===== config.mk =====
export PLATFORM = sky130hd
export DESIGN_NAME = eth_mac_rx
export DESIGN_NICKNAME = d
export VERILOG_FILES = /design/src/eth_rx_pkg.sv /design/src/rx_stream_if.sv /design/src/gmii_rx_framer.sv /design/src/mac_ctrl_rx_parser.sv /design/src/lfc_pause_timer.sv /design/src/eth_mac_rx.sv
export VERILOG_INCLUDE_DIRS = /design/src /design/src/include
export SDC_FILE = /design/constraint.sdc
export NUM_CORES = 1
export LEC_CHECK = 0
export BUFFER_PORTS_ARGS = -buffer_cell sky130_fd_sc_hd__buf_2
export CAP_MARGIN = 20
export CORE_ASPECT_RATIO = 0.5
export CORE_MARGIN = 3
export CORE_UTILIZATION = 50
export CTS_CLUSTER_SIZE = 28
export DETAILED_ROUTE_END_ITERATION = 8
export GPL_TIMING_DRIVEN = 0
export PLACE_DENSITY_LB_ADDON = 0.05
export SLEW_MARGIN = 15
export SYNTH_ARGS = -nofsm -noshare
export SYNTH_HDL_FRONTEND = slang
export SYNTH_HIERARCHICAL = 1
export SYNTH_SLANG_ARGS = --single-unit

===== constraint.sdc =====
create_clock -name rx_clk -period 4.46 [get_ports rx_clk]
set_input_delay 0.223 -clock rx_clk [delete_from_list [all_inputs] [get_ports rx_clk]]
set_output_delay 0.223 -clock rx_clk [all_outputs]
set_load 0.1 [all_outputs]

===== src/include/eth_rx_consts.svh =====
// Ethernet receive constants shared by the RTL and the testbench through `include
`ifndef ETH_RX_CONSTS_SVH
`define ETH_RX_CONSTS_SVH

// ------------------------------
// GMII framing
// ------------------------------
`define ETH_PREAMBLE_BYTE 8'h55             // Repeated before SFD
`define ETH_SFD_BYTE      8'hD5             // Start of frame delimiter
`define ETH_MIN_FRAME_LEN 64                // Bytes including FCS
`define ETH_FCS_LEN       4                 // CRC-32 trailer bytes
`define ETH_CRC_RESIDUE   32'hDEBB20E3      // Raw register after a good FCS

// ------------------------------
// MAC control frames
// ------------------------------
`define MCF_DST_MCAST  48'h0180C2000001
`define MCF_ETH_TYPE   16'h8808
`define MCF_OPCODE_LFC 16'h0001
`define QUANTA_CYCLES  64                   // 512 bit times at 8 bits per cycle

`endif


===== src/eth_rx_pkg.sv =====
// Types shared by the receive MAC blocks, referenced as eth_rx_pkg::name
package eth_rx_pkg;

    // ------------------------------
    // Data widths
    // ------------------------------
    typedef logic [7:0]  byte_t;            // One GMII byte
    typedef logic [31:0] crc_t;             // Running CRC-32
    typedef logic [15:0] quanta_t;          // Pause time in quanta
    typedef logic [15:0] frame_len_t;       // Byte position in a frame

    // Framer states
    typedef enum logic [1:0] {
        IDLE,                               // Waiting for rx_dv
        PREAMBLE,                           // Skipping 55 bytes up to SFD
        PAYLOAD,                            // Frame bytes flowing
        DROP                                // Bad start, wait for rx_dv low
    } rx_state_t;

endpackage


===== src/rx_stream_if.sv =====
// Byte stream from the framer to its consumers inside eth_mac_rx
`timescale 1ns/1ps

interface rx_stream_if;

    eth_rx_pkg::byte_t tdata;               // One byte per valid beat
    logic              tvalid;
    logic              tlast;               // Final payload byte
    logic              tuser;               // Bad frame, only with tlast

    // No ready, the sink takes every beat
    modport src (
        output tdata, tvalid, tlast, tuser
    );

    modport mon (
        input tdata, tvalid, tlast, tuser
    );

endinterface


===== src/gmii_rx_framer.sv =====
// GMII receive framer instantiated by eth_mac_rx to strip and check incoming frames
`include "eth_rx_consts.svh"
`timescale 1ns/1ps

module gmii_rx_framer (
    input  logic              rx_clk,
    input  logic              rx_rst,
    input  eth_rx_pkg::byte_t gmii_rxd,
    input  logic              gmii_rx_dv,
    input  logic              gmii_rx_er,
    rx_stream_if.src          rx_out,
    output logic              start_packet,
    output logic              error_bad_frame,
    output logic              error_bad_fcs
);

    localparam eth_rx_pkg::crc_t CRC_POLY = 32'hEDB88320;  // Reflected 802.3 polynomial

    eth_rx_pkg::rx_state_t  state;
    eth_rx_pkg::frame_len_t len;                // Bytes since SFD
    eth_rx_pkg::crc_t       crc;
    eth_rx_pkg::byte_t      dly [`ETH_FCS_LEN]; // Holds back the FCS
    eth_rx_pkg::byte_t      hold_byte;          // Waits to learn if it is last
    logic                   hold_valid;
    logic                   er_seen;
    logic                   bad_fcs;
    logic                   bad_frame;

    // LSB-first byte update
    function automatic eth_rx_pkg::crc_t crc_next(
        eth_rx_pkg::crc_t  crc_in,
        eth_rx_pkg::byte_t data
    );
        eth_rx_pkg::crc_t c;
        c = crc_in;
        for (int i = 0; i < 8; i++) begin
            c = (c >> 1) ^ ((c[0] ^ data[i]) ? CRC_POLY : '0);
        end
        return c;
    endfunction

    assign bad_fcs   = (crc != `ETH_CRC_RESIDUE);
    assign bad_frame = er_seen || (len < `ETH_MIN_FRAME_LEN);

    // ------------------------------
    // Control and status
    // ------------------------------
    always_ff @(posedge rx_clk or posedge rx_rst) begin
        if (rx_rst) begin
            state           <= eth_rx_pkg::IDLE;
            len             <= '0;
            er_seen         <= 1'b0;
            hold_valid      <= 1'b0;
            rx_out.tvalid   <= 1'b0;
            rx_out.tlast    <= 1'b0;
            rx_out.tuser    <= 1'b0;
            start_packet    <= 1'b0;
            error_bad_frame <= 1'b0;
            error_bad_fcs   <= 1'b0;
        end else begin
            rx_out.tvalid   <= 1'b0;            // Pulses by default
            rx_out.tlast    <= 1'b0;
            rx_out.tuser    <= 1'b0;
            start_packet    <= 1'b0;
            error_bad_frame <= 1'b0;
            error_bad_fcs   <= 1'b0;
            case (state)
                eth_rx_pkg::IDLE: begin
                    if (gmii_rx_dv) begin
                        state <= (gmii_rxd == `ETH_PREAMBLE_BYTE) ?
                                 eth_rx_pkg::PREAMBLE : eth_rx_pkg::DROP;
                    end
                end
                eth_rx_pkg::PREAMBLE: begin
                    if (!gmii_rx_dv) begin
                        state <= eth_rx_pkg::IDLE;
                    end else if (gmii_rxd == `ETH_SFD_BYTE) begin
                        state        <= eth_rx_pkg::PAYLOAD;
                        start_packet <= 1'b1;
                        len          <= '0;
                        er_seen      <= 1'b0;
                        hold_valid   <= 1'b0;
                    end else if (gmii_rxd != `ETH_PREAMBLE_BYTE) begin
                        state <= eth_rx_pkg::DROP;
                    end
                end
                eth_rx_pkg::PAYLOAD: begin
                    if (gmii_rx_dv) begin
                        if (len != '1) len <= len + 1'b1;    // Saturate on jumbo
                        if (gmii_rx_er) er_seen <= 1'b1;
                        if (len >= `ETH_FCS_LEN) hold_valid <= 1'b1;
                        rx_out.tvalid <= hold_valid;         // Previous held byte
                    end else begin
                        state <= eth_rx_pkg::IDLE;
                        if (hold_valid) begin                // Frames under 5 bytes vanish
                            rx_out.tvalid   <= 1'b1;
                            rx_out.tlast    <= 1'b1;
                            rx_out.tuser    <= bad_fcs || bad_frame;
                            error_bad_fcs   <= bad_fcs;
                            error_bad_frame <= bad_frame;
                        end
                    end
                end
                default: begin
                    if (!gmii_rx_dv) state <= eth_rx_pkg::IDLE;
                end
            endcase
        end
    end

    // ------------------------------
    // Data path
    // ------------------------------
    always_ff @(posedge rx_clk) begin
        if (state == eth_rx_pkg::PREAMBLE) crc <= '1;
        if (state == eth_rx_pkg::PAYLOAD && gmii_rx_dv) begin
            crc       <= crc_next(crc, gmii_rxd);
            hold_byte <= dly[`ETH_FCS_LEN-1];
            dly[0]    <= gmii_rxd;
            for (int i = 1; i < `ETH_FCS_LEN; i++) begin
                dly[i] <= dly[i-1];
            end
        end
        if (state == eth_rx_pkg::PAYLOAD && hold_valid) rx_out.tdata <= hold_byte;
    end

    a_last_has_valid: assert property (@(posedge rx_clk) disable iff (rx_rst)
        rx_out.tlast |-> rx_out.tvalid);

    // Errors only on the closing beat
    a_error_on_last: assert property (@(posedge rx_clk) disable iff (rx_rst)
        (error_bad_fcs || error_bad_frame) |-> (rx_out.tlast && rx_out.tuser));

endmodule


===== src/mac_ctrl_rx_parser.sv =====
// MAC control frame detector in eth_mac_rx that watches the received stream for PAUSE
`include "eth_rx_consts.svh"
`timescale 1ns/1ps

module mac_ctrl_rx_parser (
    input  logic                rx_clk,
    input  logic                rx_rst,
    rx_stream_if.mon            rx_in,
    output logic                mcf_valid,
    output eth_rx_pkg::quanta_t mcf_quanta,
    output logic                stat_rx_mcf
);

    localparam logic [47:0] DST_MCAST   = `MCF_DST_MCAST;
    localparam logic [15:0] ETH_TYPE    = `MCF_ETH_TYPE;
    localparam logic [15:0] OPCODE_LFC  = `MCF_OPCODE_LFC;
    localparam int          QUANTA_HI   = 16;   // Beat of the quanta MSB
    localparam int          QUANTA_LO   = 17;

    eth_rx_pkg::frame_len_t pos;                // Beat index in frame
    eth_rx_pkg::byte_t      exp_byte;
    logic                   check;
    logic                   match;              // Header still matches

    // ------------------------------
    // Expected header bytes
    // ------------------------------
    always_comb begin
        check    = 1'b1;
        exp_byte = '0;
        case (pos)
            16'd0:   exp_byte = DST_MCAST[47:40];
            16'd1:   exp_byte = DST_MCAST[39:32];
            16'd2:   exp_byte = DST_MCAST[31:24];
            16'd3:   exp_byte = DST_MCAST[23:16];
            16'd4:   exp_byte = DST_MCAST[15:8];
            16'd5:   exp_byte = DST_MCAST[7:0];
            16'd12:  exp_byte = ETH_TYPE[15:8];
            16'd13:  exp_byte = ETH_TYPE[7:0];
            16'd14:  exp_byte = OPCODE_LFC[15:8];
            16'd15:  exp_byte = OPCODE_LFC[7:0];
            default: check = 1'b0;              // Source MAC and payload
        endcase
    end

    always_ff @(posedge rx_clk or posedge rx_rst) begin
        if (rx_rst) begin
            pos       <= '0;
            match     <= 1'b1;
            mcf_valid <= 1'b0;
        end else begin
            mcf_valid <= 1'b0;
            if (rx_in.tvalid) begin
                if (check && rx_in.tdata != exp_byte) match <= 1'b0;
                if (rx_in.tlast) begin
                    // Quanta must have arrived by the closing beat
                    mcf_valid <= !rx_in.tuser && match && (pos >= QUANTA_LO);
                    pos       <= '0;
                    match     <= 1'b1;
                end else if (pos != '1) begin
                    pos <= pos + 1'b1;
                end
            end
        end
    end

    // Quanta is big endian on the wire
    always_ff @(posedge rx_clk) begin
        if (rx_in.tvalid && pos == QUANTA_HI) mcf_quanta[15:8] <= rx_in.tdata;
        if (rx_in.tvalid && pos == QUANTA_LO) mcf_quanta[7:0] <= rx_in.tdata;
    end

    assign stat_rx_mcf = mcf_valid;

    a_mcf_single: assert property (@(posedge rx_clk) disable iff (rx_rst)
        mcf_valid |=> !mcf_valid);

endmodule


===== src/lfc_pause_timer.sv =====
// Link pause timer in eth_mac_rx that holds rx_lfc_req for the received pause quanta
`include "eth_rx_consts.svh"
`timescale 1ns/1ps

module lfc_pause_timer (
    input  logic                rx_clk,
    input  logic                rx_rst,
    input  logic                mcf_valid,
    input  eth_rx_pkg::quanta_t mcf_quanta,
    input  logic                rx_lfc_en,
    output logic                rx_lfc_req
);

    localparam int                CYC_W    = $clog2(`QUANTA_CYCLES);
    localparam logic [CYC_W-1:0]  CYC_LAST = CYC_W'(`QUANTA_CYCLES - 1);

    eth_rx_pkg::quanta_t quanta_cnt;            // Quanta left
    logic [CYC_W-1:0]    cyc_cnt;               // Cycles left in this quantum

    // ------------------------------
    // Countdown
    // ------------------------------
    always_ff @(posedge rx_clk or posedge rx_rst) begin
        if (rx_rst) begin
            quanta_cnt <= '0;
            cyc_cnt    <= '0;
        end else if (!rx_lfc_en) begin
            quanta_cnt <= '0;                   // Pause abandoned
        end else if (mcf_valid) begin
            quanta_cnt <= mcf_quanta;           // Zero means resume now
            cyc_cnt    <= CYC_LAST;
        end else if (quanta_cnt != '0) begin
            if (cyc_cnt == '0) begin
                quanta_cnt <= quanta_cnt - 1'b1;
                cyc_cnt    <= CYC_LAST;
            end else begin
                cyc_cnt <= cyc_cnt - 1'b1;
            end
        end
    end

    assign rx_lfc_req = (quanta_cnt != '0);

    // Enable low must end the request by the next cycle
    a_req_needs_en: assert property (@(posedge rx_clk) disable iff (rx_rst)
        !rx_lfc_en |=> !rx_lfc_req);

endmodule


===== src/eth_mac_rx.sv =====
// Top level of the 1G Ethernet receive MAC with GMII in and a byte stream out
`timescale 1ns/1ps

module eth_mac_rx (
    input  logic              rx_clk,
    input  logic              rx_rst,
    // GMII
    input  eth_rx_pkg::byte_t gmii_rxd,
    input  logic              gmii_rx_dv,
    input  logic              gmii_rx_er,
    // Flow control
    input  logic              rx_lfc_en,
    output logic              rx_lfc_req,
    // Received stream
    output eth_rx_pkg::byte_t rx_tdata,
    output logic              rx_tvalid,
    output logic              rx_tlast,
    output logic              rx_tuser,
    // Status
    output logic              rx_start_packet,
    output logic              rx_error_bad_frame,
    output logic              rx_error_bad_fcs,
    output logic              stat_rx_mcf
);

    logic                mcf_valid;
    eth_rx_pkg::quanta_t mcf_quanta;

    rx_stream_if rx_stream ();

    gmii_rx_framer i_gmii_rx_framer (
        .rx_clk          (rx_clk),
        .rx_rst          (rx_rst),
        .gmii_rxd        (gmii_rxd),
        .gmii_rx_dv      (gmii_rx_dv),
        .gmii_rx_er      (gmii_rx_er),
        .rx_out          (rx_stream.src),
        .start_packet    (rx_start_packet),
        .error_bad_frame (rx_error_bad_frame),
        .error_bad_fcs   (rx_error_bad_fcs)
    );

    mac_ctrl_rx_parser i_mac_ctrl_rx_parser (
        .rx_clk      (rx_clk),
        .rx_rst      (rx_rst),
        .rx_in       (rx_stream.mon),
        .mcf_valid   (mcf_valid),
        .mcf_quanta  (mcf_quanta),
        .stat_rx_mcf (stat_rx_mcf)
    );

    lfc_pause_timer i_lfc_pause_timer (
        .rx_clk     (rx_clk),
        .rx_rst     (rx_rst),
        .mcf_valid  (mcf_valid),
        .mcf_quanta (mcf_quanta),
        .rx_lfc_en  (rx_lfc_en),
        .rx_lfc_req (rx_lfc_req)
    );

    // Every frame leaves, control frames included
    assign rx_tdata  = rx_stream.tdata;
    assign rx_tvalid = rx_stream.tvalid;
    assign rx_tlast  = rx_stream.tlast;
    assign rx_tuser  = rx_stream.tuser;

endmodule


**Yosys cells after proc, flatten, opt, wreduce, memory -nomap -nowiden**

Memories as Yosys holds them, arrays and structs flattened. A register that Yosys moved wholly into a read port is not among the register bits.
Index checks and enable logic that the tools add are counted.

- Bits in writable memories: 32
- Output and inout bits: 16
- Memories: 1
- Flip-flop bits (word level): 122
- Word-level logic and storage cells: 167

- Muxes and demuxes: 64
- Bitwise logic cells: 16
- $add $sub $neg: 4
- $lt $le $gt $ge: 3
- Eq/ne operators: 31
- Reductions and logical operators: 29

Memories:

| memory | depth | width | read ports | clocked after memory_dff | write ports | line | source |
|---|---|---|---|---|---|---|---|
| i_gmii_rx_framer.dly | 4 | 8 | 4 | 1 | 4 | gmii_rx_framer.sv:22 | `` eth_rx_pkg::byte_t dly [`ETH_FCS_LEN]; `` |

Operators by type and width:

| cell | number |
|---|---|
| two-way mux 32 bit | 10 |
| XOR 31 x 32 -> 32 bit | 8 |
| two-way mux 16 bit | 10 |
| equality test 16 x 4 -> 1 bit, second input constant | 4 |
| case mux 8 bit (5 select lines) | 1 |
| adder 16 x 1 -> 16 bit, second input constant | 2 |
| equality test 16 x 2 -> 1 bit, second input constant | 2 |
| equality test 16 x 3 -> 1 bit, second input constant | 2 |
| equality test 16 x 5 -> 1 bit, second input constant | 2 |
| != test 16 bit, second input constant | 2 |
| != test 32 bit, second input constant | 1 |
| case mux 16 bit (2 select lines) | 1 |
| two-way mux 1 bit | 30 |
| two-way mux 6 bit | 3 |
| equality test 16 x 1 -> 1 bit, second input constant | 1 |
| greater-or-equal comparator 16 x 3 -> 1 bit, second input constant | 1 |
| greater-or-equal comparator 16 x 5 -> 1 bit, second input constant | 1 |
| zero test 16 bit | 1 |
| < comparator 16 x 7 -> 1 bit, second input constant | 1 |
| nonzero test 16 bit | 1 |
| subtractor 16 x 1 -> 16 bit, second input constant | 1 |
| AND reduction 5 bit | 3 |
| two-way mux 2 bit | 6 |
| nonzero test 2 bit | 5 |
| 23 further kinds | 48 |

**Logic depth before layout (Yosys ltp)**

- Depth after elaboration: 25
- Depth in mapped cells: 8
- Mapped depth without buffers: 8

**Hierarchy**

Netlist, hierarchy kept.

By module, submodules not included:

| module | cells an instance | area each (sq um) | seq. area each (sq um) | instances |
|---|---|---|---|---|
| gmii_rx_framer | 328 | 4,669.5 | 3,052.9 | 1 |
| mac_ctrl_rx_parser | 148 | 1,714.1 | 932.1 | 1 |
| lfc_pause_timer | 160 | 1,401.3 | 550.5 | 1 |

**Worst setup path before layout**

No wires, ideal clock.

- Kind: reg2reg
- Start: register i_gmii_rx_framer.state[0]
- End: memory i_gmii_rx_framer/dly[0][0] in the netlist's numbering (enable)
- Library setup time: 420 ps
- Data arrival time: 2,345 ps
- Data required time: 4,040 ps
- Buffers on the path: 3
- Path slack: 1,695 ps
- Cell stages (with the launch flop): 5
- Cell sequence: dfrtp_1 -> and3b_1 -> clkbuf_1 -> clkbuf_1 -> clkbuf_1

RTL lines:

| element | line | source |
|---|---|---|
| from (decl) | gmii_rx_framer.sv:19 | `eth_rx_pkg::rx_state_t state;` |
| from (signal assigned) | gmii_rx_framer.sv:50 | `state <= eth_rx_pkg::IDLE;` |
| from (signal assigned) | gmii_rx_framer.sv:70 | `` state <= (gmii_rxd == `ETH_PREAMBLE_BYTE) ? `` |
| from (signal assigned) | gmii_rx_framer.sv:76 | `state <= eth_rx_pkg::IDLE;` |
| to (decl) | gmii_rx_framer.sv:22 |  |

**Worst setup path after layout**

- Start: register i_lfc_pause_timer.quanta_cnt[4]
- End: output port rx_lfc_req

- Word-level cells in the longest chain between the ends: 1

Ends and longest elaborated chain:

| element | line | source |
|---|---|---|
| from (decl) | lfc_pause_timer.sv:17 | `eth_rx_pkg::quanta_t quanta_cnt;` |
| from (signal assigned) | lfc_pause_timer.sv:30 | `quanta_cnt <= mcf_quanta;` |
| from (signal assigned) | lfc_pause_timer.sv:34 | `quanta_cnt <= quanta_cnt - 1'b1;` |
| nonzero test 16 bit | lfc_pause_timer.sv:42 | `assign rx_lfc_req = (quanta_cnt != '0);` |
| to (decl) | eth_mac_rx.sv:13 | `output logic rx_lfc_req,` |

No other way between the ends.

==> metrics <==
Yosys reg bits 162; layout filler cell count 1191; Post-CTS Setup Inserts 0; Worst Setup Path Type reg2out; Pleak 3.37 nW; setup_tns 0 ns; wire per inst 16.5 µm; first-pass GRT wire length 24700 µm; clk_skew 0.00733 ns; Syn Nets 658; Port Buffers 28; Unique masters post-synth 74; Post-Syn Area 7780 µm²; Clock Path Buffers 2; clk sink count 162; layout cell share with drive strength beyond 1 15.3%; hold_sp gmii_rx_er; placed cell count 863; die area 17200 µm²; Main synth FF type edfxtp_1; total gr overflow 0; Vias 4915; power density over the cells 662 nW/µm²; Final min period 2.75 ns; worst r2r src i_gmii_rx_framer/state[0]$_DFFE_PP0P_; status completed; hold_buf cts 1; GRT Overall Usage 18.3%; PostCTS Resize Cnt 0; Peak Freq 0.364 GHz; max-slew violation count 0; R2R Setup Slk 1.96 ns; die span in y 94.2 µm; CP startpoint kind register; final setup violation count 0; Worst EP required 4.24 ns; CTS Buf Count 17; Finished Layout Cells 897; Hold Crit Depth 2; FF-to-FF End i_gmii_rx_framer/crc[20]$_SDFFCE_PN1P_; Final Hold Fails 0; I/O pin count 29; design area 8840 µm²; antenna-violating nets left 0; fin nets 708; iteration count of the initial detailed-routing pass 5; Core Rows 31; Post-Route WL 14800 µm; Worst Max-Slew Pin Slew 0.902 ns; Hold Path Sink i_gmii_rx_framer/er_seen$_DFFE_PP0P_; min-delay worst type in2reg; largest fanout on the critical path 10; initial antenna violation count 0; Worst Path Arrival 2.53 ns; Worst VDD drop 0.00126 V; synthesized area per cell 12.2 µm²; FFs w/ async S/R, synth 40.7%; YS warnings 6; effective utilization at floorplan 52.4%; initial detailed-routing violation count 405; Clock transition at path regs 0.07 ns; Detailed Place HPWL 10200 µm; number of global-route vias before repair 4853; GPL Wtd Cong 0.872; core area 14900 µm²; CP Capture Type output pin; Post-synth EDFFs 96; RSZ-0062 raised after global routing no; largest net degree at the start of global routing 33; Post-DP Area 8200 µm²; CTS tree done; Final Cycle Share 61.7%; Die Span X 182 µm; depth of the most critical reg-to-reg path 6; H-tree depth 4; DRC 0; root buffer cell clkbuf_16; Avg Vias per Cell 5.48; clk_lat worst skew 0.42 ns; P&R area growth vs syn 13.6%; post-synthesis sequential area ratio 58.3%; Slew HR 39.8%; n_diodes 0; max_cap viols 0; Post-Syn Instances 636
cells in the mapped netlist (4+ instances only):
master	instances	area, µm²
a21oi_1	24	120
nand4b_1	5	43.8
nor4_1	9	56.3
nand4_1	15	93.8
o21ai_1	8	40.0
mux2i_1	6	60.1
or4_1	5	37.5
ha_1	9	113
nor3_1	14	70.1
buf_2	4	20.0
a211oi_1	6	45.0
o21ai_0	12	60.1
xor2_1	32	280
and3_1	4	25.0
xnor2_2	9	146
nor4_2	6	75.1
clkbuf_1	13	48.8
dfrtp_1	65	1630
nor2_1	54	203
nand3_1	16	80.1
and2_1	7	43.8
buf_4	4	30.0
nand2b_1	4	25.0
inv_1	20	75.1
a31oi_1	4	25.0
edfxtp_1	96	2880
nand2_1	55	206
xnor2_1	61	534
cell families (layout without fill, tap and decap cells):
logic type / Yosys count / after routing / share of synthesized area [%]
multiplexers: 9 / 9 / 1.21
XOR/XNOR: 106 / 106 / 13.5
flip-flops: 162 / 162 / 58.3
AO/OA/AOI/OAI: 82 / 82 / 7.04
AND/OR/NAND/NOR: 225 / 225 / 16.2
adder cells (fa/ha/maj): 9 / 9 / 1.45
buffers and inverters: 43 / 106 / 2.33
per-layer routing:
metal | wire [µm] | part of all wire, % | GRT usage, %
met1 | 7370 | 50 | 25.4
met2 | 6610 | 45 | 28.9
met3 | 670 | 4.5 | 4.72
met4 | 146 | 0.99 | 4.94
met5 | 0 | 0 | 0
worst max path at each step:
| stage | startpoint | end | slack (ns) | cells past startpoint |
|---|---|---|---|---|
| floorplan | i_gmii_rx_framer/state[0]$_DFFE_PP0P_ | i_gmii_rx_framer/dly[0][0]$_DFFE_PP_ | 1.70 | 4 |
| global placement | i_gmii_rx_framer/state[0]$_DFFE_PP0P_ | i_gmii_rx_framer/crc[21]$_SDFFCE_PN1P_ | 0.79 | 5 |
| detailed placement | i_gmii_rx_framer/state[0]$_DFFE_PP0P_ | i_gmii_rx_framer/crc[21]$_SDFFCE_PN1P_ | 1.92 | 6 |
| CTS | i_lfc_pause_timer/quanta_cnt[4]$_DFFE_PP0P_ | rx_lfc_req | 1.69 | 5 |
| global route | i_lfc_pause_timer/quanta_cnt[4]$_DFFE_PP0P_ | rx_lfc_req | 1.57 | 5 |
| finish | i_lfc_pause_timer/quanta_cnt[4]$_DFFE_PP0P_ | rx_lfc_req | 1.71 | 5 |
layout make-up:
| type | count | area [µm²] | share of cell area [%] |
|---|---|---|---|
| Tap cell | 198 | 248 | 2.80 |
| Timing Repair Buffer | 31 | 193 | 2.18 |
| Clock inverter | 15 | 190 | 2.15 |
| Clock buffer | 17 | 425 | 4.81 |
| Buffer | 22 | 104 | 1.17 |
| Inverter | 21 | 78.8 | 0.891 |
| Multi-Input combinational cell | 431 | 3070 | 34.7 |
| Sequential cell | 162 | 4540 | 51.3 |
through the flow:
| step | worst slack (ns) | hold slack, ns | power [mW] | util, % |
|---|---|---|---|---|
| floorplan | 1.70 | 0.161 | 3.69 | - |
| global placement | 0.791 | 0.400 | 4.28 | 55.0 |
| detailed placement | 1.92 | 0.398 | 4.33 | 55.2 |
| CTS | 1.69 | 0.0144 | 5.88 | 59.4 |
| global route | 1.57 | 0.0177 | 6.21 | 59.5 |
| finish | 1.71 | 0.0372 | 5.86 | 59.5 |
placed cells by master (no fill, tap or decap), types with 14 or more instances in the layout:
master / n
xor2_1: 32
nand2_1: 55
a21oi_1: 24
nand3_1: 16
nor2_1: 54
nand4_1: 15
nor3_1: 14
xnor2_1: 61
inv_1: 20
dfrtp_1: 65
clkbuf_16: 17
edfxtp_1: 96
buf_2: 32
critical path, stage by stage, from the launching register on:
cell     delay [ns]
dfrtp_1        0.41
or4_1          0.58
nor4b_1        0.33
buf_2          0.33
nand2_1        0.12
buf_2          0.33
state kept, by name, indices dropped and copies added, names as in the netlist, 2 cells and up:
register and flops:
i_gmii_rx_framer/dly 32, i_gmii_rx_framer/hold_byte 8, i_gmii_rx_framer/len 16, i_gmii_rx_framer/rx_out.tdata 8, i_lfc_pause_timer/cyc_cnt 6, i_mac_ctrl_rx_parser/mcf_quanta 16, i_lfc_pause_timer/quanta_cnt 16, i_mac_ctrl_rx_parser/pos 16
i_gmii_rx_framer/crc 32, i_gmii_rx_framer/state 2
where the power goes:
group,leakage (nW),internal [mW],switching [mW]
combinational,1.35,0.821,1.56
sequential,1.71,1.78,0.168
clock,0.302,0.898,0.639
(Power assumes the default switching activity.)
